<file path="config.mk">
export PLATFORM = sky130hd
export DESIGN_NAME = mc_bridge_top
export DESIGN_NICKNAME = d
export VERILOG_FILES = /design/src/logic/mc_bridge_pkg.sv /design/src/logic/mc_bridge_if.sv /design/src/logic/mc_cmd_queue.sv /design/src/logic/mc_packet_former.sv /design/src/logic/mc_reorder_buffer.sv /design/src/logic/mc_bridge_top.sv
export SDC_FILE = /design/constraint.sdc
export NUM_CORES = 1
export LEC_CHECK = 0
export BUFFER_PORTS_ARGS = -buffer_cell sky130_fd_sc_hd__buf_2
export CORE_ASPECT_RATIO = 1.75
export CORE_UTILIZATION = 55
export CTS_CLUSTER_DIAMETER = 60
export CTS_CLUSTER_SIZE = 20
export DETAILED_ROUTE_END_ITERATION = 8
export PLACE_DENSITY = 0.76
export SLEW_MARGIN = 20
export SYNTH_ARGS = -nofsm -noshare
export SYNTH_HDL_FRONTEND = slang
export SYNTH_HIERARCHICAL = 1
export SYNTH_SLANG_ARGS = --single-unit
</file>
<file path="constraint.sdc">
create_clock -name clk_i -period 5 [get_ports clk_i]
set_input_delay 0.5 -clock clk_i [delete_from_list [all_inputs] [get_ports clk_i]]
set_output_delay 0.5 -clock clk_i [all_outputs]
set_load 0.005 [all_outputs]
</file>
<file path="src/logic/mc_bridge_pkg.sv">
`default_nettype none

package mc_bridge_pkg;

  ////////////////////////////////////////
  // widths
  ////////////////////////////////////////
  localparam int proc_addr_width_c = 32;
  localparam int mc_data_width_c   = 32;
  localparam int mc_mask_width_c   = 4;
  localparam int mc_addr_width_c   = 28;
  localparam int mc_cord_width_c   = 6;
  localparam int tag_width_c       = 8;

  // wide enough to carry ids that are out of range
  localparam int reg_id_width_c    = 5;

  ////////////////////////////////////////
  // processor address fields
  ////////////////////////////////////////
  localparam int dram_bit_c           = 31;
  localparam int y_msb_c              = 29;
  localparam int y_lsb_c              = 24;
  localparam int x_msb_c              = 23;
  localparam int x_lsb_c              = 18;
  localparam int word_msb_c           = 17;
  localparam int word_lsb_c           = 2;
  localparam int byte_offset_width_c  = 2;

  ////////////////////////////////////////
  // dram bank hash
  ////////////////////////////////////////
  localparam int vcache_offset_width_c = 3;
  localparam int num_banks_c           = 8;
  localparam int bank_width_c          = 3;
  localparam int num_tiles_y_c         = 8;

  // hash input is address bits 30 down to 5
  localparam int hash_input_width_c =
    proc_addr_width_c - 1 - word_lsb_c - vcache_offset_width_c;
  localparam int hash_index_width_c = hash_input_width_c - bank_width_c;

  typedef enum logic [1:0]
  {
    size_1 = 2'd0,
    size_2 = 2'd1,
    size_4 = 2'd2
  } msg_size_e;

  typedef enum logic [1:0]
  {
    op_load         = 2'd0,
    op_store_word   = 2'd1,
    op_store_masked = 2'd2
  } mc_op_e;

  // index width that stays at least one bit for a single entry
  function automatic int safe_clog2_f(input int value);
    return (value > 1) ? $clog2(value) : 1;
  endfunction

endpackage

`default_nettype wire

</file>
<file path="src/logic/mc_bridge_if.sv">
`default_nettype none

// head of the command queue
interface mc_cmd_if
  import mc_bridge_pkg::*;
();

  logic                         v;
  logic                         yumi;
  logic                         write;
  msg_size_e                    size;
  logic [proc_addr_width_c-1:0] addr;
  logic [mc_data_width_c-1:0]   data;
  logic [tag_width_c-1:0]       tag;

  modport queue_mp
  (
    output v, write, size, addr, data, tag,
    input  yumi
  );

  modport former_mp
  (
    input  v, write, size, addr, data, tag,
    output yumi
  );

endinterface

// id allocation between packet former and reorder buffer
interface mc_alloc_if
  import mc_bridge_pkg::*;
#(
  parameter int id_width_p = 2
)
();

  logic                   alloc_v;
  logic [id_width_p-1:0]  alloc_id;
  logic                   alloc_yumi;
  logic [tag_width_c-1:0] tag;
  logic                   write;

  modport buffer_mp
  (
    output alloc_v, alloc_id,
    input  alloc_yumi, tag, write
  );

  modport former_mp
  (
    input  alloc_v, alloc_id,
    output alloc_yumi, tag, write
  );

endinterface

`default_nettype wire

</file>
<file path="src/logic/mc_cmd_queue.sv">
`default_nettype none

module mc_cmd_queue
  import mc_bridge_pkg::*;
#(
  parameter int queue_depth_p = 4
)
(
  input  logic                         clk_i,
  input  logic                         rst_n_i,
  input  logic                         cmd_v_i,
  input  logic                         cmd_write_i,
  input  msg_size_e                    cmd_size_i,
  input  logic [proc_addr_width_c-1:0] cmd_addr_i,
  input  logic [mc_data_width_c-1:0]   cmd_data_i,
  input  logic [tag_width_c-1:0]       cmd_tag_i,
  output logic                         cmd_ready_o,
  mc_cmd_if.queue_mp                   head
);

  localparam int ptr_width_lp = safe_clog2_f(queue_depth_p);
  localparam int cnt_width_lp = safe_clog2_f(queue_depth_p + 1);

  logic                         write_mem [queue_depth_p];
  msg_size_e                    size_mem  [queue_depth_p];
  logic [proc_addr_width_c-1:0] addr_mem  [queue_depth_p];
  logic [mc_data_width_c-1:0]   data_mem  [queue_depth_p];
  logic [tag_width_c-1:0]       tag_mem   [queue_depth_p];

  logic [ptr_width_lp-1:0] wr_ptr_r;
  logic [ptr_width_lp-1:0] rd_ptr_r;
  logic [cnt_width_lp-1:0] count_r;
  logic                    push;
  logic                    pop;

  function automatic logic [ptr_width_lp-1:0] next_ptr_f(input logic [ptr_width_lp-1:0] ptr);
    if (ptr == ptr_width_lp'(queue_depth_p - 1))
      return '0;
    return ptr + 1'b1;
  endfunction

  assign cmd_ready_o = (count_r != cnt_width_lp'(queue_depth_p));
  assign push        = cmd_v_i & cmd_ready_o;
  assign pop         = head.yumi;

  always_ff @(posedge clk_i or negedge rst_n_i)
  begin
    if (!rst_n_i)
    begin
      wr_ptr_r <= '0;
      rd_ptr_r <= '0;
      count_r  <= '0;
    end
    else
    begin
      if (push)
        wr_ptr_r <= next_ptr_f(wr_ptr_r);
      if (pop)
        rd_ptr_r <= next_ptr_f(rd_ptr_r);
      count_r <= count_r + cnt_width_lp'(push) - cnt_width_lp'(pop);
    end
  end

  // command storage
  always_ff @(posedge clk_i)
  begin
    if (push)
    begin
      write_mem[wr_ptr_r] <= cmd_write_i;
      size_mem[wr_ptr_r]  <= cmd_size_i;
      addr_mem[wr_ptr_r]  <= cmd_addr_i;
      data_mem[wr_ptr_r]  <= cmd_data_i;
      tag_mem[wr_ptr_r]   <= cmd_tag_i;
    end
  end

  // oldest entry at the head
  assign head.v     = (count_r != '0);
  assign head.write = write_mem[rd_ptr_r];
  assign head.size  = size_mem[rd_ptr_r];
  assign head.addr  = addr_mem[rd_ptr_r];
  assign head.data  = data_mem[rd_ptr_r];
  assign head.tag   = tag_mem[rd_ptr_r];

endmodule

`default_nettype wire

</file>
<file path="src/logic/mc_packet_former.sv">
`default_nettype none

module mc_packet_former
  import mc_bridge_pkg::*;
#(
  parameter int max_outstanding_p = 4
)
(
  input  logic                           pkt_ready_i,
  mc_cmd_if.former_mp                    cmd,
  mc_alloc_if.former_mp                  alloc,
  output logic                           pkt_v_o,
  output logic                           pkt_is_byte_o,
  output logic                           pkt_is_hex_o,
  output mc_op_e                         pkt_op_o,
  output logic [mc_addr_width_c-1:0]     pkt_addr_o,
  output logic [mc_cord_width_c-1:0]     pkt_x_o,
  output logic [mc_cord_width_c-1:0]     pkt_y_o,
  output logic [reg_id_width_c-1:0]      pkt_reg_id_o,
  output logic [mc_data_width_c-1:0]     pkt_payload_o,
  output logic [mc_mask_width_c-1:0]     pkt_mask_o,
  output logic [byte_offset_width_c-1:0] pkt_part_sel_o
);

  localparam int id_width_lp = safe_clog2_f(max_outstanding_p);

  logic                           issue;
  logic [byte_offset_width_c-1:0] byte_offset;
  logic [hash_input_width_c-1:0]  hash_in;
  logic [bank_width_c-1:0]        hash_bank;
  logic [hash_index_width_c-1:0]  hash_index;
  logic [mc_mask_width_c-1:0]     base_mask;
  logic [mc_mask_width_c-1:0]     store_mask;

  ////////////////////////////////////////
  // issue control
  ////////////////////////////////////////
  // one event pops the head, claims the id and sends the packet
  assign issue            = cmd.v & alloc.alloc_v & pkt_ready_i;
  assign cmd.yumi         = issue;
  assign alloc.alloc_yumi = issue;
  assign alloc.tag        = cmd.tag;
  assign alloc.write      = cmd.write;
  assign pkt_v_o          = issue;

  assign pkt_reg_id_o = {{(reg_id_width_c - id_width_lp){1'b0}}, alloc.alloc_id};

  ////////////////////////////////////////
  // address translation
  ////////////////////////////////////////
  assign byte_offset = cmd.addr[byte_offset_width_c-1:0];
  assign hash_in     = cmd.addr[word_lsb_c + vcache_offset_width_c +: hash_input_width_c];
  assign hash_bank   = bank_width_c'(hash_in % num_banks_c);
  assign hash_index  = hash_index_width_c'(hash_in / num_banks_c);

  always_comb
  begin
    if (cmd.addr[dram_bit_c])
    begin
      // block index followed by the word within the block
      pkt_addr_o = mc_addr_width_c'({hash_index, cmd.addr[word_lsb_c +: vcache_offset_width_c]});
      // top bit picks the cache row below the tiles
      pkt_y_o    = hash_bank[bank_width_c-1] ? mc_cord_width_c'(num_tiles_y_c + 1) : '0;
      pkt_x_o    = mc_cord_width_c'(hash_bank[bank_width_c-2:0]) + mc_cord_width_c'(1);
    end
    else
    begin
      pkt_addr_o = mc_addr_width_c'(cmd.addr[word_msb_c:word_lsb_c]);
      pkt_y_o    = mc_cord_width_c'(cmd.addr[y_msb_c:y_lsb_c]);
      pkt_x_o    = mc_cord_width_c'(cmd.addr[x_msb_c:x_lsb_c]);
    end
  end

  ////////////////////////////////////////
  // op, mask and load info
  ////////////////////////////////////////
  always_comb
  begin
    case (cmd.size)
      size_1:  base_mask = 4'h1;
      size_2:  base_mask = 4'h3;
      default: base_mask = 4'hf;
    endcase
  end

  assign store_mask = base_mask << byte_offset;

  always_comb
  begin
    if (cmd.write)
    begin
      pkt_op_o       = (store_mask == 4'hf) ? op_store_word : op_store_masked;
      pkt_mask_o     = store_mask;
      pkt_payload_o  = cmd.data << {byte_offset, 3'b000};
      pkt_part_sel_o = '0;
      pkt_is_byte_o  = 1'b0;
      pkt_is_hex_o   = 1'b0;
    end
    else
    begin
      pkt_op_o       = op_load;
      pkt_mask_o     = '0;
      pkt_payload_o  = '0;
      pkt_part_sel_o = byte_offset;
      pkt_is_byte_o  = (cmd.size == size_1);
      pkt_is_hex_o   = (cmd.size == size_2);
    end
  end

endmodule

`default_nettype wire

</file>
<file path="src/logic/mc_reorder_buffer.sv">
`default_nettype none

module mc_reorder_buffer
  import mc_bridge_pkg::*;
#(
  parameter int max_outstanding_p = 4
)
(
  input  logic                       clk_i,
  input  logic                       rst_n_i,
  input  logic                       ret_v_i,
  input  logic [reg_id_width_c-1:0]  ret_reg_id_i,
  input  logic [mc_data_width_c-1:0] ret_data_i,
  input  logic                       resp_yumi_i,
  mc_alloc_if.buffer_mp              alloc,
  output logic                       resp_v_o,
  output logic                       resp_write_o,
  output logic [tag_width_c-1:0]     resp_tag_o,
  output logic [mc_data_width_c-1:0] resp_data_o
);

  localparam int id_width_lp  = safe_clog2_f(max_outstanding_p);
  localparam int cnt_width_lp = safe_clog2_f(max_outstanding_p + 1);

  // saved command headers and return data
  logic [tag_width_c-1:0]     tag_mem   [max_outstanding_p];
  logic                       write_mem [max_outstanding_p];
  logic [mc_data_width_c-1:0] data_mem  [max_outstanding_p];

  logic [max_outstanding_p-1:0] returned_r;
  logic [id_width_lp-1:0]       head_r;
  logic [id_width_lp-1:0]       tail_r;
  logic [cnt_width_lp-1:0]      count_r;
  logic [id_width_lp-1:0]       ret_id;
  logic                         alloc_fire;
  logic                         free_fire;

  function automatic logic [id_width_lp-1:0] next_id_f(input logic [id_width_lp-1:0] id);
    if (id == id_width_lp'(max_outstanding_p - 1))
      return '0;
    return id + 1'b1;
  endfunction

  ////////////////////////////////////////
  // allocation at the tail
  ////////////////////////////////////////
  assign alloc.alloc_v  = (count_r != cnt_width_lp'(max_outstanding_p));
  assign alloc.alloc_id = tail_r;
  assign alloc_fire     = alloc.alloc_yumi;

  assign ret_id    = ret_reg_id_i[id_width_lp-1:0];
  assign free_fire = resp_v_o & resp_yumi_i;

  always_ff @(posedge clk_i or negedge rst_n_i)
  begin
    if (!rst_n_i)
    begin
      head_r     <= '0;
      tail_r     <= '0;
      count_r    <= '0;
      returned_r <= '0;
    end
    else
    begin
      if (alloc_fire)
        tail_r <= next_id_f(tail_r);
      if (free_fire)
      begin
        head_r             <= next_id_f(head_r);
        returned_r[head_r] <= 1'b0;
      end
      // returns come back in any order
      if (ret_v_i)
        returned_r[ret_id] <= 1'b1;
      count_r <= count_r + cnt_width_lp'(alloc_fire) - cnt_width_lp'(free_fire);
    end
  end

  always_ff @(posedge clk_i)
  begin
    if (alloc_fire)
    begin
      tag_mem[tail_r]   <= alloc.tag;
      write_mem[tail_r] <= alloc.write;
    end
    // a store answers with zero data
    if (ret_v_i)
      data_mem[ret_id] <= write_mem[ret_id] ? '0 : ret_data_i;
  end

  ////////////////////////////////////////
  // in-order response from the head
  ////////////////////////////////////////
  assign resp_v_o     = (count_r != '0) & returned_r[head_r];
  assign resp_tag_o   = tag_mem[head_r];
  assign resp_write_o = write_mem[head_r];
  assign resp_data_o  = data_mem[head_r];

endmodule

`default_nettype wire

</file>
<file path="src/logic/mc_bridge_top.sv">
`default_nettype none

module mc_bridge_top
  import mc_bridge_pkg::*;
#(
  parameter int max_outstanding_p = 4,
  parameter int queue_depth_p     = 4
)
(
  input  logic                           clk_i,
  input  logic                           rst_n_i,
  // processor commands
  input  logic                           cmd_v_i,
  output logic                           cmd_ready_o,
  input  logic                           cmd_write_i,
  input  msg_size_e                      cmd_size_i,
  input  logic [proc_addr_width_c-1:0]   cmd_addr_i,
  input  logic [mc_data_width_c-1:0]     cmd_data_i,
  input  logic [tag_width_c-1:0]         cmd_tag_i,
  // network request packets
  output logic                           pkt_v_o,
  input  logic                           pkt_ready_i,
  output mc_op_e                         pkt_op_o,
  output logic [mc_addr_width_c-1:0]     pkt_addr_o,
  output logic [mc_cord_width_c-1:0]     pkt_x_o,
  output logic [mc_cord_width_c-1:0]     pkt_y_o,
  output logic [reg_id_width_c-1:0]      pkt_reg_id_o,
  output logic [mc_data_width_c-1:0]     pkt_payload_o,
  output logic [mc_mask_width_c-1:0]     pkt_mask_o,
  output logic [byte_offset_width_c-1:0] pkt_part_sel_o,
  output logic                           pkt_is_byte_o,
  output logic                           pkt_is_hex_o,
  // network returns
  input  logic                           ret_v_i,
  input  logic [reg_id_width_c-1:0]      ret_reg_id_i,
  input  logic [mc_data_width_c-1:0]     ret_data_i,
  // processor responses
  output logic                           resp_v_o,
  input  logic                           resp_yumi_i,
  output logic [tag_width_c-1:0]         resp_tag_o,
  output logic                           resp_write_o,
  output logic [mc_data_width_c-1:0]     resp_data_o
);

  mc_cmd_if cmd_if ();
  mc_alloc_if #(.id_width_p(safe_clog2_f(max_outstanding_p))) alloc_if ();

  mc_cmd_queue #(.queue_depth_p(queue_depth_p)) i_cmd_queue
  (
    .clk_i, .rst_n_i,
    .cmd_v_i, .cmd_write_i, .cmd_size_i, .cmd_addr_i, .cmd_data_i, .cmd_tag_i,
    .cmd_ready_o,
    .head (cmd_if.queue_mp)
  );

  mc_packet_former #(.max_outstanding_p(max_outstanding_p)) i_packet_former
  (
    .pkt_ready_i,
    .cmd   (cmd_if.former_mp),
    .alloc (alloc_if.former_mp),
    .pkt_v_o, .pkt_is_byte_o, .pkt_is_hex_o, .pkt_op_o, .pkt_addr_o, .pkt_x_o, .pkt_y_o,
    .pkt_reg_id_o, .pkt_payload_o, .pkt_mask_o, .pkt_part_sel_o
  );

  mc_reorder_buffer #(.max_outstanding_p(max_outstanding_p)) i_reorder_buffer
  (
    .clk_i, .rst_n_i,
    .ret_v_i, .ret_reg_id_i, .ret_data_i, .resp_yumi_i,
    .alloc (alloc_if.buffer_mp),
    .resp_v_o, .resp_write_o, .resp_tag_o, .resp_data_o
  );

endmodule

`default_nettype wire

</file>
Yosys cells after proc, flatten, opt, wreduce, memory -nomap -nowiden
Memory sizes are Yosys's and may differ from the RTL's. Index checks and enable logic that the tools add are counted.

Flip-flop bits (word level): 18. Memory bits (writable): 464. Input port bits: 118. Output and inout bits: 131. Logic and storage cells: 94. Memories kept: 8.

Memories: i_cmd_queue.addr_mem (depth 4, width 32, read ports 1, clocked after Yosys merged registers in 0, wr ports 1, line mc_cmd_queue.sv:26) `logic [proc_addr_width_c-1:0] addr_mem [queue_depth_p];`; i_cmd_queue.data_mem (depth 4, width 32, read ports 1, clocked after Yosys merged registers in 0, wr ports 1, line mc_cmd_queue.sv:27) `logic [mc_data_width_c-1:0] data_mem [queue_depth_p];`; i_reorder_buffer.data_mem (depth 4, width 32, read ports 1, clocked after Yosys merged registers in 0, wr ports 1, line mc_reorder_buffer.sv:28) `logic [mc_data_width_c-1:0] data_mem [max_outstanding_p];`; i_cmd_queue.tag_mem (depth 4, width 8, read ports 1, clocked after Yosys merged registers in 0, wr ports 1, line mc_cmd_queue.sv:28) `logic [tag_width_c-1:0] tag_mem [queue_depth_p];`; i_reorder_buffer.tag_mem (depth 4, width 8, read ports 1, clocked after Yosys merged registers in 0, wr ports 1, line mc_reorder_buffer.sv:26) `logic [tag_width_c-1:0] tag_mem [max_outstanding_p];`; i_cmd_queue.size_mem (depth 4, width 2, read ports 1, clocked after Yosys merged registers in 0, wr ports 1, line mc_cmd_queue.sv:25) `msg_size_e size_mem [queue_depth_p];`; +2 memories.

$add $sub $neg: 9. $lt $le $gt $ge: 4. Equal/unequal tests: 8. Shift-type cells: 2. Multiplexer cells: 43. Bitwise operators: 8. Reductions and logical operators: 5.

Operator list (count): 32-bit two-way mux (2); 32-bit by 5-bit left shift with 32-bit output (1); 26-bit two-way mux (1); 2-bit two-way mux (11); 1-bit two-way mux (19); 4-bit two-way mux (4); 6-bit two-way mux (2); 2-bit by 1-bit adder with 2-bit output (second input constant) (4); 2-bit == test (second input constant) (4); 4-bit case mux with 2 select lines (1); 3-bit by 1-bit adder with 3-bit output (2); 2-bit by 3-bit < comparator with 1-bit output (second input constant) (2); 3-bit inequality test (second input constant) (2); 3-bit nonzero test (2); 3-bit by 1-bit subtractor with 3-bit output (2); 1-bit bitwise AND (5); 4-bit bitwise AND (1); 1-bit demux with 2-bit select (2); 4-bit == test (second input constant) (1); 2-bit by 1-bit greater-or-equal comparator with 1-bit output (second input constant) (2); 4-bit NOT (1); 4-bit OR (1); 4-bit by 2-bit left shift with 4-bit output (1); 2-bit by 1-bit adder with 3-bit output (second input constant) (1); 4 further kinds (5).

Longest topological paths before layout
Gate-level depths: netlist (run 1).

Word-level depth: 9. Gate-level depth with buffers: 11. Gate-level depth less buffers: 10.

Hierarchy
The synthesis (run 1) kept the hierarchy.

Modules (own cells, without submodules): mc_cmd_queue (instances 1, cells each 428, area an instance 11273.3 sq um, seq. area each 9183.8 sq um); mc_reorder_buffer (instances 1, cells each 315, area an instance 6827.8 sq um, seq. area each 5200.0 sq um); mc_packet_former (instances 1, cells each 160, area an instance 1171.1 sq um, seq. area each 0.0 sq um).

Worst setup path before layout (run 1)
OpenSTA, ideal clock, no wires.

Kind: input port to flip-flop. From: input port ret_reg_id_i[1]. To: memory i_reorder_buffer.data_mem[0][0] (enable). Setup time: 0.473 ns. Data arrival time: 3.006 ns. Required time: 4.527 ns. Slack: 1.521 ns. Stages on the path: 1. Buffers on the path: 0. Cells stage by stage: nor3b_1.

RTL lines: start, declared (line mc_bridge_top.sv:35) `input logic [reg_id_width_c-1:0] ret_reg_id_i,`; end, declared (line mc_reorder_buffer.sv:28).

Straight into the memory's write port.

Worst setup path in the final report (run 1)
From: register i_cmd_queue.rd_ptr_r[0]. To: output port pkt_op_o[0].

Elaborated cells between the ends (all ways): 10. Classes of those cells: 2 x eq/ne; 1 x shift; 3 x mux; 1 x reduce/logical; 3 x memory.

RTL lines: start, declared (line mc_cmd_queue.sv:31) `logic [ptr_width_lp-1:0] rd_ptr_r;`; start signal, assigned (line mc_cmd_queue.sv:59) `rd_ptr_r <= next_ptr_f(rd_ptr_r);`; memory 4 x 32 bit; named net cmd_if.addr[0] (line mc_bridge_if.sv:12) `logic [proc_addr_width_c-1:0] addr;`; 4-bit by 2-bit left shift with 4-bit output (line mc_packet_former.sv:86) `assign store_mask = base_mask << byte_offset;`; 4-bit == test (line mc_packet_former.sv:92) `pkt_op_o = (store_mask == 4'hf) ? op_store_word : op_store_masked;`; 2-bit two-way mux (line mc_packet_former.sv:92); 2-bit two-way mux (line mc_packet_former.sv:90) `if (cmd.write)`; end, declared (line mc_bridge_top.sv:23) `output mc_op_e pkt_op_o,`.

The timed path passes the listed nets, and every way through them passes these cells.

==> results.sh, run 1 <==
export IMPL_vias_per_cell=5.613
export IMPL_cts_tree="done"
export IMPL_drive_above_1_share_pct=37.99
export IMPL_critical_path_max_fanout=34
export IMPL_worstSetupEndpointType="primary output"
export IMPL_die_w_um=143.5
export IMPL_cts_sinks=482
export IMPL_grt_overflow=0
export IMPL_hp_class="primary input to flip-flop"
export IMPL_antenna_found_initial=6
export IMPL_crit_start="i_cmd_queue/rd_ptr_r[0]$_DFFE_PN0P_"
export IMPL_grt_pass1_vias=9525
export IMPL_place_inst=1552
export IMPL_gp_congestion=0.7908
export IMPL_grt_max_degree=52
export IMPL_synth_cell_area_um2=19270
export IMPL_port_buffers=240
export IMPL_die_h_um=249.6
export IMPL_fin_skew_ns=0.01203
export IMPL_fmax_mhz=257.0
export IMPL_synth_edf_count=464
export IMPL_io_pins=249
export IMPL_drv_cap=0
export IMPL_syn_inst=903
export IMPL_yosys_area_share_adder_pct=1.376
export IMPL_post_drt_wl_per_cell_um=21.69
export IMPL_critical_path_class="flip-flop to primary output"
export IMPL_regToRegStartpoint="i_reorder_buffer/head_r[0]$_DFFE_PN0N_"
export IMPL_setup_tns_final_ns=0
export IMPL_area_delta_synth_final_pct=11.99
export IMPL_post_cts_buffers=0
export IMPL_synth_area_leader_cell="edfxtp_1"
export IMPL_dieArea_um2=35820
export IMPL_dr_first_iter_drc_count=508
export IMPL_worstPathCellList="mux4_2, nor3b_4, and2_1, buf_2"
export IMPL_cts_root_buf="clkbuf_16"
export IMPL_synthTopCellsByArea="edfxtp_1 (72%), mux4_2 (14%), dfrtp_1 (2.3%)"
export IMPL_grt_pass1_wl_mm=53.23
export IMPL_via_count=9031
export IMPL_rsz0062_at_grt="false"
export IMPL_layout_common_cells="edfxtp_1 (464), buf_2 (240), mux4_2 (118)"
export IMPL_start_util_pct=55.93
export IMPL_synth_top_family_by_area="multiplexers"
export IMPL_yosysWarnings=6
export IMPL_power_density_nw_per_um2=569.4
export IMPL_synth_seq_cells=482
export IMPL_drt_first_pass_iters=4
export IMPL_relSlewSlack_pct=35.80
export IMPL_status="finished, final reports clean"
export IMPL_hpwlAfterDp_mm=22.78
export IMPL_critPathRequiredTime_ns=4.50
export IMPL_crit_path_top_delay_cell="mux4_2"
export IMPL_cts_made_buffers=28
export IMPL_stdcell_count=1609
export IMPL_fin_crit_sh_pct=77.82
export IMPL_h_tree_depth=1
export IMPL_crit_path_max_incr_delay_ns=1.00
export IMPL_min_from="cmd_addr_i[4]"
export IMPL_start_kind="flip-flop"
export IMPL_clkTransAtPathRegs_ns=0.08
export IMPL_final_common_cell="edfxtp_1"
export IMPL_synth_top_area_share_pct=72.30
export IMPL_synth_compound_area_share_pct=1.013
export IMPL_muxShareOfSynthArea_pct=16.35
export IMPL_synth_seq_area_share_pct=74.63
export IMPL_finalHoldViolCount=0
export IMPL_post_route_min_period_ns=3.891
export IMPL_clockBufferDepth=3
export IMPL_async_flop_share_pct=3.734
export IMPL_synthSimpleGateAreaFrac_pct=3.545
export IMPL_grt_use_total_pct=20.11
export IMPL_peakVddDrop_uv=404.8
export IMPL_ys_types=43
export IMPL_num_rows=90
export IMPL_setup_violations=0
export IMPL_slew_viol_final=0
export IMPL_worst_pin_slew_ns=0.9630
export IMPL_antenna_left=0
export IMPL_nets=1261
export IMPL_arrival_ns=3.39
export IMPL_drc=0
export IMPL_clock_latency_ns=0.56
export IMPL_synth_xor_area_share_pct=0.1818
export IMPL_wirelength_mm=34.90
export IMPL_core_um2=34460
export IMPL_p_leak_uw=0.007550
export IMPL_syn_area_per_cell_um2=21.34
export IMPL_synthFlopType="edfxtp_1"
[state kept, by name, indices dropped and copies added, names as in the netlist]
register and flops:
i_cmd_queue/addr_mem 128, i_cmd_queue/count_r 3, i_cmd_queue/data_mem 128, i_cmd_queue/rd_ptr_r 2, i_cmd_queue/size_mem 8, i_cmd_queue/tag_mem 32, i_cmd_queue/wr_ptr_r 2, i_cmd_queue/write_mem 4
i_reorder_buffer/alloc.alloc_id 2, i_reorder_buffer/count_r 3, i_reorder_buffer/data_mem 128, i_reorder_buffer/head_r 2, i_reorder_buffer/returned_r 4, i_reorder_buffer/tag_mem 32, i_reorder_buffer/write_mem 4
[layout make-up]
class | instances | area [um2]
Inverter | 17 | 63.81
Clock buffer | 50 | 804.5
Fill cell | 2465 | 12870
Sequential cell | 482 | 14390
Multi-Input combinational cell | 340 | 4380
Antenna cell | 4 | 10.01
Clock inverter | 2 | 46.29
Timing Repair Buffer | 254 | 1309
Tap cell | 460 | 575.6
[cells by family after synthesis]
family                   after synthesis
adder cells (fa/ha/maj)               20
XOR/XNOR                               4
other                                  1
multiplexers                         164
flip-flops                           482
AO/OA/AOI/OAI                         30
buffers and inverters                 85
AND/OR/NAND/NOR                      117
[path summary, 6_finish.rpt]
check / endpoint / slack, ns / depth (start not counted)
worst max-delay path: pkt_op_o[0] / 1.11 / 4
worst min-delay path: i_cmd_queue/addr_mem[0][4]$_DFFE_PP_ / 0.14 / 1
worst max register to register: i_reorder_buffer/count_r[2]$_DFF_PN0_ / 2.53 / 8
worst min register to register: i_cmd_queue/count_r[2]$_DFF_PN0_ / 0.49 / 1
max in group asynchronous: i_cmd_queue/rd_ptr_r[0]$_DFFE_PN0P_ / 4.20 / 2
min in group asynchronous: i_reorder_buffer/count_r[2]$_DFF_PN0_ / 0.45 / 2
[where the power goes]
part | internal (uW) | switching, uW
clock | 1150 | 1180
combinational | 2100 | 2250
sequential | 5280 | 339
[synthesized netlist by cell type, types with 9 or more instances]
library cell and instances:
buf_2 17, clkbuf_1 9, nand2_1 13, mux2i_1 25
buf_4 27, inv_1 17, o22ai_1 16, mux4_2 118
ha_1 18, edfxtp_1 464, and2_1 23, mux2_2 19
nor2b_1 44, nor2_1 17, dfrtp_1 18
[through the flow]
| stage | hold WS (ns) | cell area (um2) | util, % | total power, uW | worst slack (ns) |
|---|---|---|---|---|---|
| after CTS | 0.1093 | 21570 | 62.59 | 12470 | 1.016 |
| after floorplan | 0.2044 | 19290 | - | 8807 | 1.521 |
| after global routing | 0.1170 | 21580 | 62.63 | 12980 | 0.9018 |
| after global placement | 0.4620 | 20710 | 60.09 | 10040 | 1.651 |
| after detailed placement | 0.4622 | 20710 | 60.09 | 10150 | 1.636 |
| final | 0.1414 | 21580 | 62.64 | 12290 | 1.109 |
[repair_timing]
action                    4_1_cts  5_1_grt
hold buffers                    1        0
hold endpoints to repair       18        0
gates resized for setup         0        0
[per-layer routing]
| metal | wire, um | GRT usage (%) | up-vias |
|---|---|---|---|
| li1 | - | - | 4051 |
| met1 | 12820 | 23.03 | 4673 |
| met2 | 19200 | 37.35 | 249 |
| met3 | 1845 | 3.089 | 56 |
| met4 | 1020 | 7.234 | 2 |
| met5 | 8 | 0 | - |
[worst max-delay path: cells and delay by family, from the launching register on]
family / cells / cell delay [ns]
DFF: 1 / 0.87
and+or+nand+nor: 2 / 0.79
muxes: 1 / 1.00
buffers and inverters: 1 / 0.14
Note: power is estimated with default switching activity, not from simulation.
==> inputs of run 2 (changes only) <==
==> constraint.sdc (replaced) <==
create_clock -name clk_i -period 3.9 [get_ports clk_i]
set_input_delay 0.39 -clock clk_i [delete_from_list [all_inputs] [get_ports clk_i]]
set_output_delay 0.39 -clock clk_i [all_outputs]
set_load 0.005 [all_outputs]
==> results.sh, run 2 (same netlist as run 1, synthesis figures left out) <==
export IMPL_peakVddDrop_uv=454.7
export IMPL_drive_above_1_share_pct=37.77
export IMPL_final_common_cell="edfxtp_1"
export IMPL_clockBufferDepth=3
export IMPL_critical_path_max_fanout=20
export IMPL_cts_sinks=482
export IMPL_post_cts_buffers=0
export IMPL_grt_pass1_vias=9798
export IMPL_post_route_min_period_ns=3.467
export IMPL_post_drt_wl_per_cell_um=22.00
export IMPL_die_w_um=143.5
export IMPL_nets=1289
export IMPL_drt_first_pass_iters=5
export IMPL_fmax_mhz=288.5
export IMPL_start_util_pct=55.93
export IMPL_cts_made_buffers=28
export IMPL_status="finished, final reports clean"
export IMPL_worst_pin_slew_ns=0.8703
export IMPL_layout_common_cells="edfxtp_1 (464), buf_2 (240), mux4_2 (118)"
export IMPL_grt_pass1_wl_mm=54.54
export IMPL_antenna_left=0
export IMPL_critPathRequiredTime_ns=3.51
export IMPL_setup_tns_final_ns=0
export IMPL_worstSetupEndpointType="primary output"
export IMPL_cts_tree="done"
export IMPL_rsz0062_at_grt="false"
export IMPL_wirelength_mm=36.11
export IMPL_critical_path_class="flip-flop to primary output"
export IMPL_relSlewSlack_pct=41.98
export IMPL_drc=0
export IMPL_vias_per_cell=5.615
export IMPL_hpwlAfterDp_mm=23.49
export IMPL_dieArea_um2=35820
export IMPL_cts_repair_resized=0
export IMPL_clock_latency_ns=0.57
export IMPL_area_delta_synth_final_pct=13.24
export IMPL_finalHoldViolCount=0
export IMPL_whs_ns=0.03367
export IMPL_die_h_um=249.6
export IMPL_arrival_ns=3.08
export IMPL_core_um2=34460
export IMPL_cts_root_buf="clkbuf_16"
export IMPL_port_buffers=240
export IMPL_gp_congestion=0.7928
export IMPL_power_density_nw_per_um2=725.6
export IMPL_fin_skew_ns=0.01902
export IMPL_p_leak_uw=0.007663
export IMPL_grt_use_total_pct=20.60
export IMPL_num_rows=90
export IMPL_setup_violations=0
export IMPL_grt_overflow=0
export IMPL_start_kind="flip-flop"
export IMPL_io_pins=249
export IMPL_grt_max_degree=47
export IMPL_clkTransAtPathRegs_ns=0.08
export IMPL_drv_cap=0
export IMPL_holdBufCountCts=21
export IMPL_slew_viol_final=0
export IMPL_dr_first_iter_drc_count=602
export IMPL_hp_class="primary input to flip-flop"
export IMPL_h_tree_depth=1
export IMPL_fin_crit_sh_pct=88.89
export IMPL_via_count=9214
export IMPL_reg_top3="i_cmd_queue/addr_mem: 128 flops, i_cmd_queue/data_mem: 128 flops, i_reorder_buffer/data_mem: 128 flops"
export IMPL_antenna_found_initial=8
export IMPL_total_power_uw=15840
[run 2: metal layers]
metal  wire (um)  global-route usage, %
met2       20110                  38.34
met3        1979                  3.473
met4         987                  7.508
met1       13020                  23.24
met5          13                      0
[run 2: per-stage QoR]
stage / setup slack (ns) / utilization [%] / area (um2) / std cells
2_1_floorplan: 0.5306 / - / 19290 / 907
3_3_place_gp: 0.9721 / 60.27 / 20770 / 1560
3_5_place_dp: 0.9515 / 60.27 / 20770 / 1560
4_1_cts: 0.3156 / 63.28 / 21800 / 1633
5_1_grt: 0.2124 / 63.32 / 21820 / 1639
6_report: 0.4334 / 63.33 / 21820 / 1641
[run 2: area by class of cell]
cell class              instances  area [um2]
repair buffers                282        1569
multi-input cells             340        4374
diodes                          8       20.02
well taps                     460       575.6
inverters                      17       63.81
clock inverters                 2       22.52
clock buffers                  50       804.5
flip-flops and latches        482       14390
fillers                      2392       12630
[run 2: worst paths after layout]
path                                                              from                                    end  slack (ns)  depth (start not counted)
worst max-delay path               i_cmd_queue/rd_ptr_r[0]$_DFFE_PN0P_                            pkt_op_o[0]        0.43                          5
worst min-delay path                                    cmd_addr_i[11]  i_cmd_queue/addr_mem[1][11]$_DFFE_PP_        0.03                          1
worst max register to register  i_reorder_buffer/head_r[0]$_DFFE_PN0N_  i_reorder_buffer/count_r[2]$_DFF_PN0_        1.40                          8
worst min register to register        i_cmd_queue/count_r[2]$_DFF_PN0_       i_cmd_queue/count_r[2]$_DFF_PN0_        0.49                          1
max in group asynchronous                                      rst_n_i    i_cmd_queue/rd_ptr_r[1]$_DFFE_PN0P_        3.26                          2
min in group asynchronous                                      rst_n_i    i_cmd_queue/wr_ptr_r[1]$_DFFE_PN0P_        0.32                          2
[run 2: where the power goes]
part / leakage, uW / total [uW] / internal (uW) / switching, uW
logic: 0.00279 / 5760 / 2740 / 3020
clock network: 0.000394 / 2970 / 1410 / 1560
registers: 0.00448 / 7100 / 6760 / 342
total: 0.00766 / 15800 / 10900 / 4920
[run 2: worst max-delay path, stage by stage, from the launching register on]
cell	delay (ns)
dfrtp_4	0.66
buf_4	0.36
mux4_2	0.69
nor3b_4	0.47
and2_1	0.18
buf_2	0.14
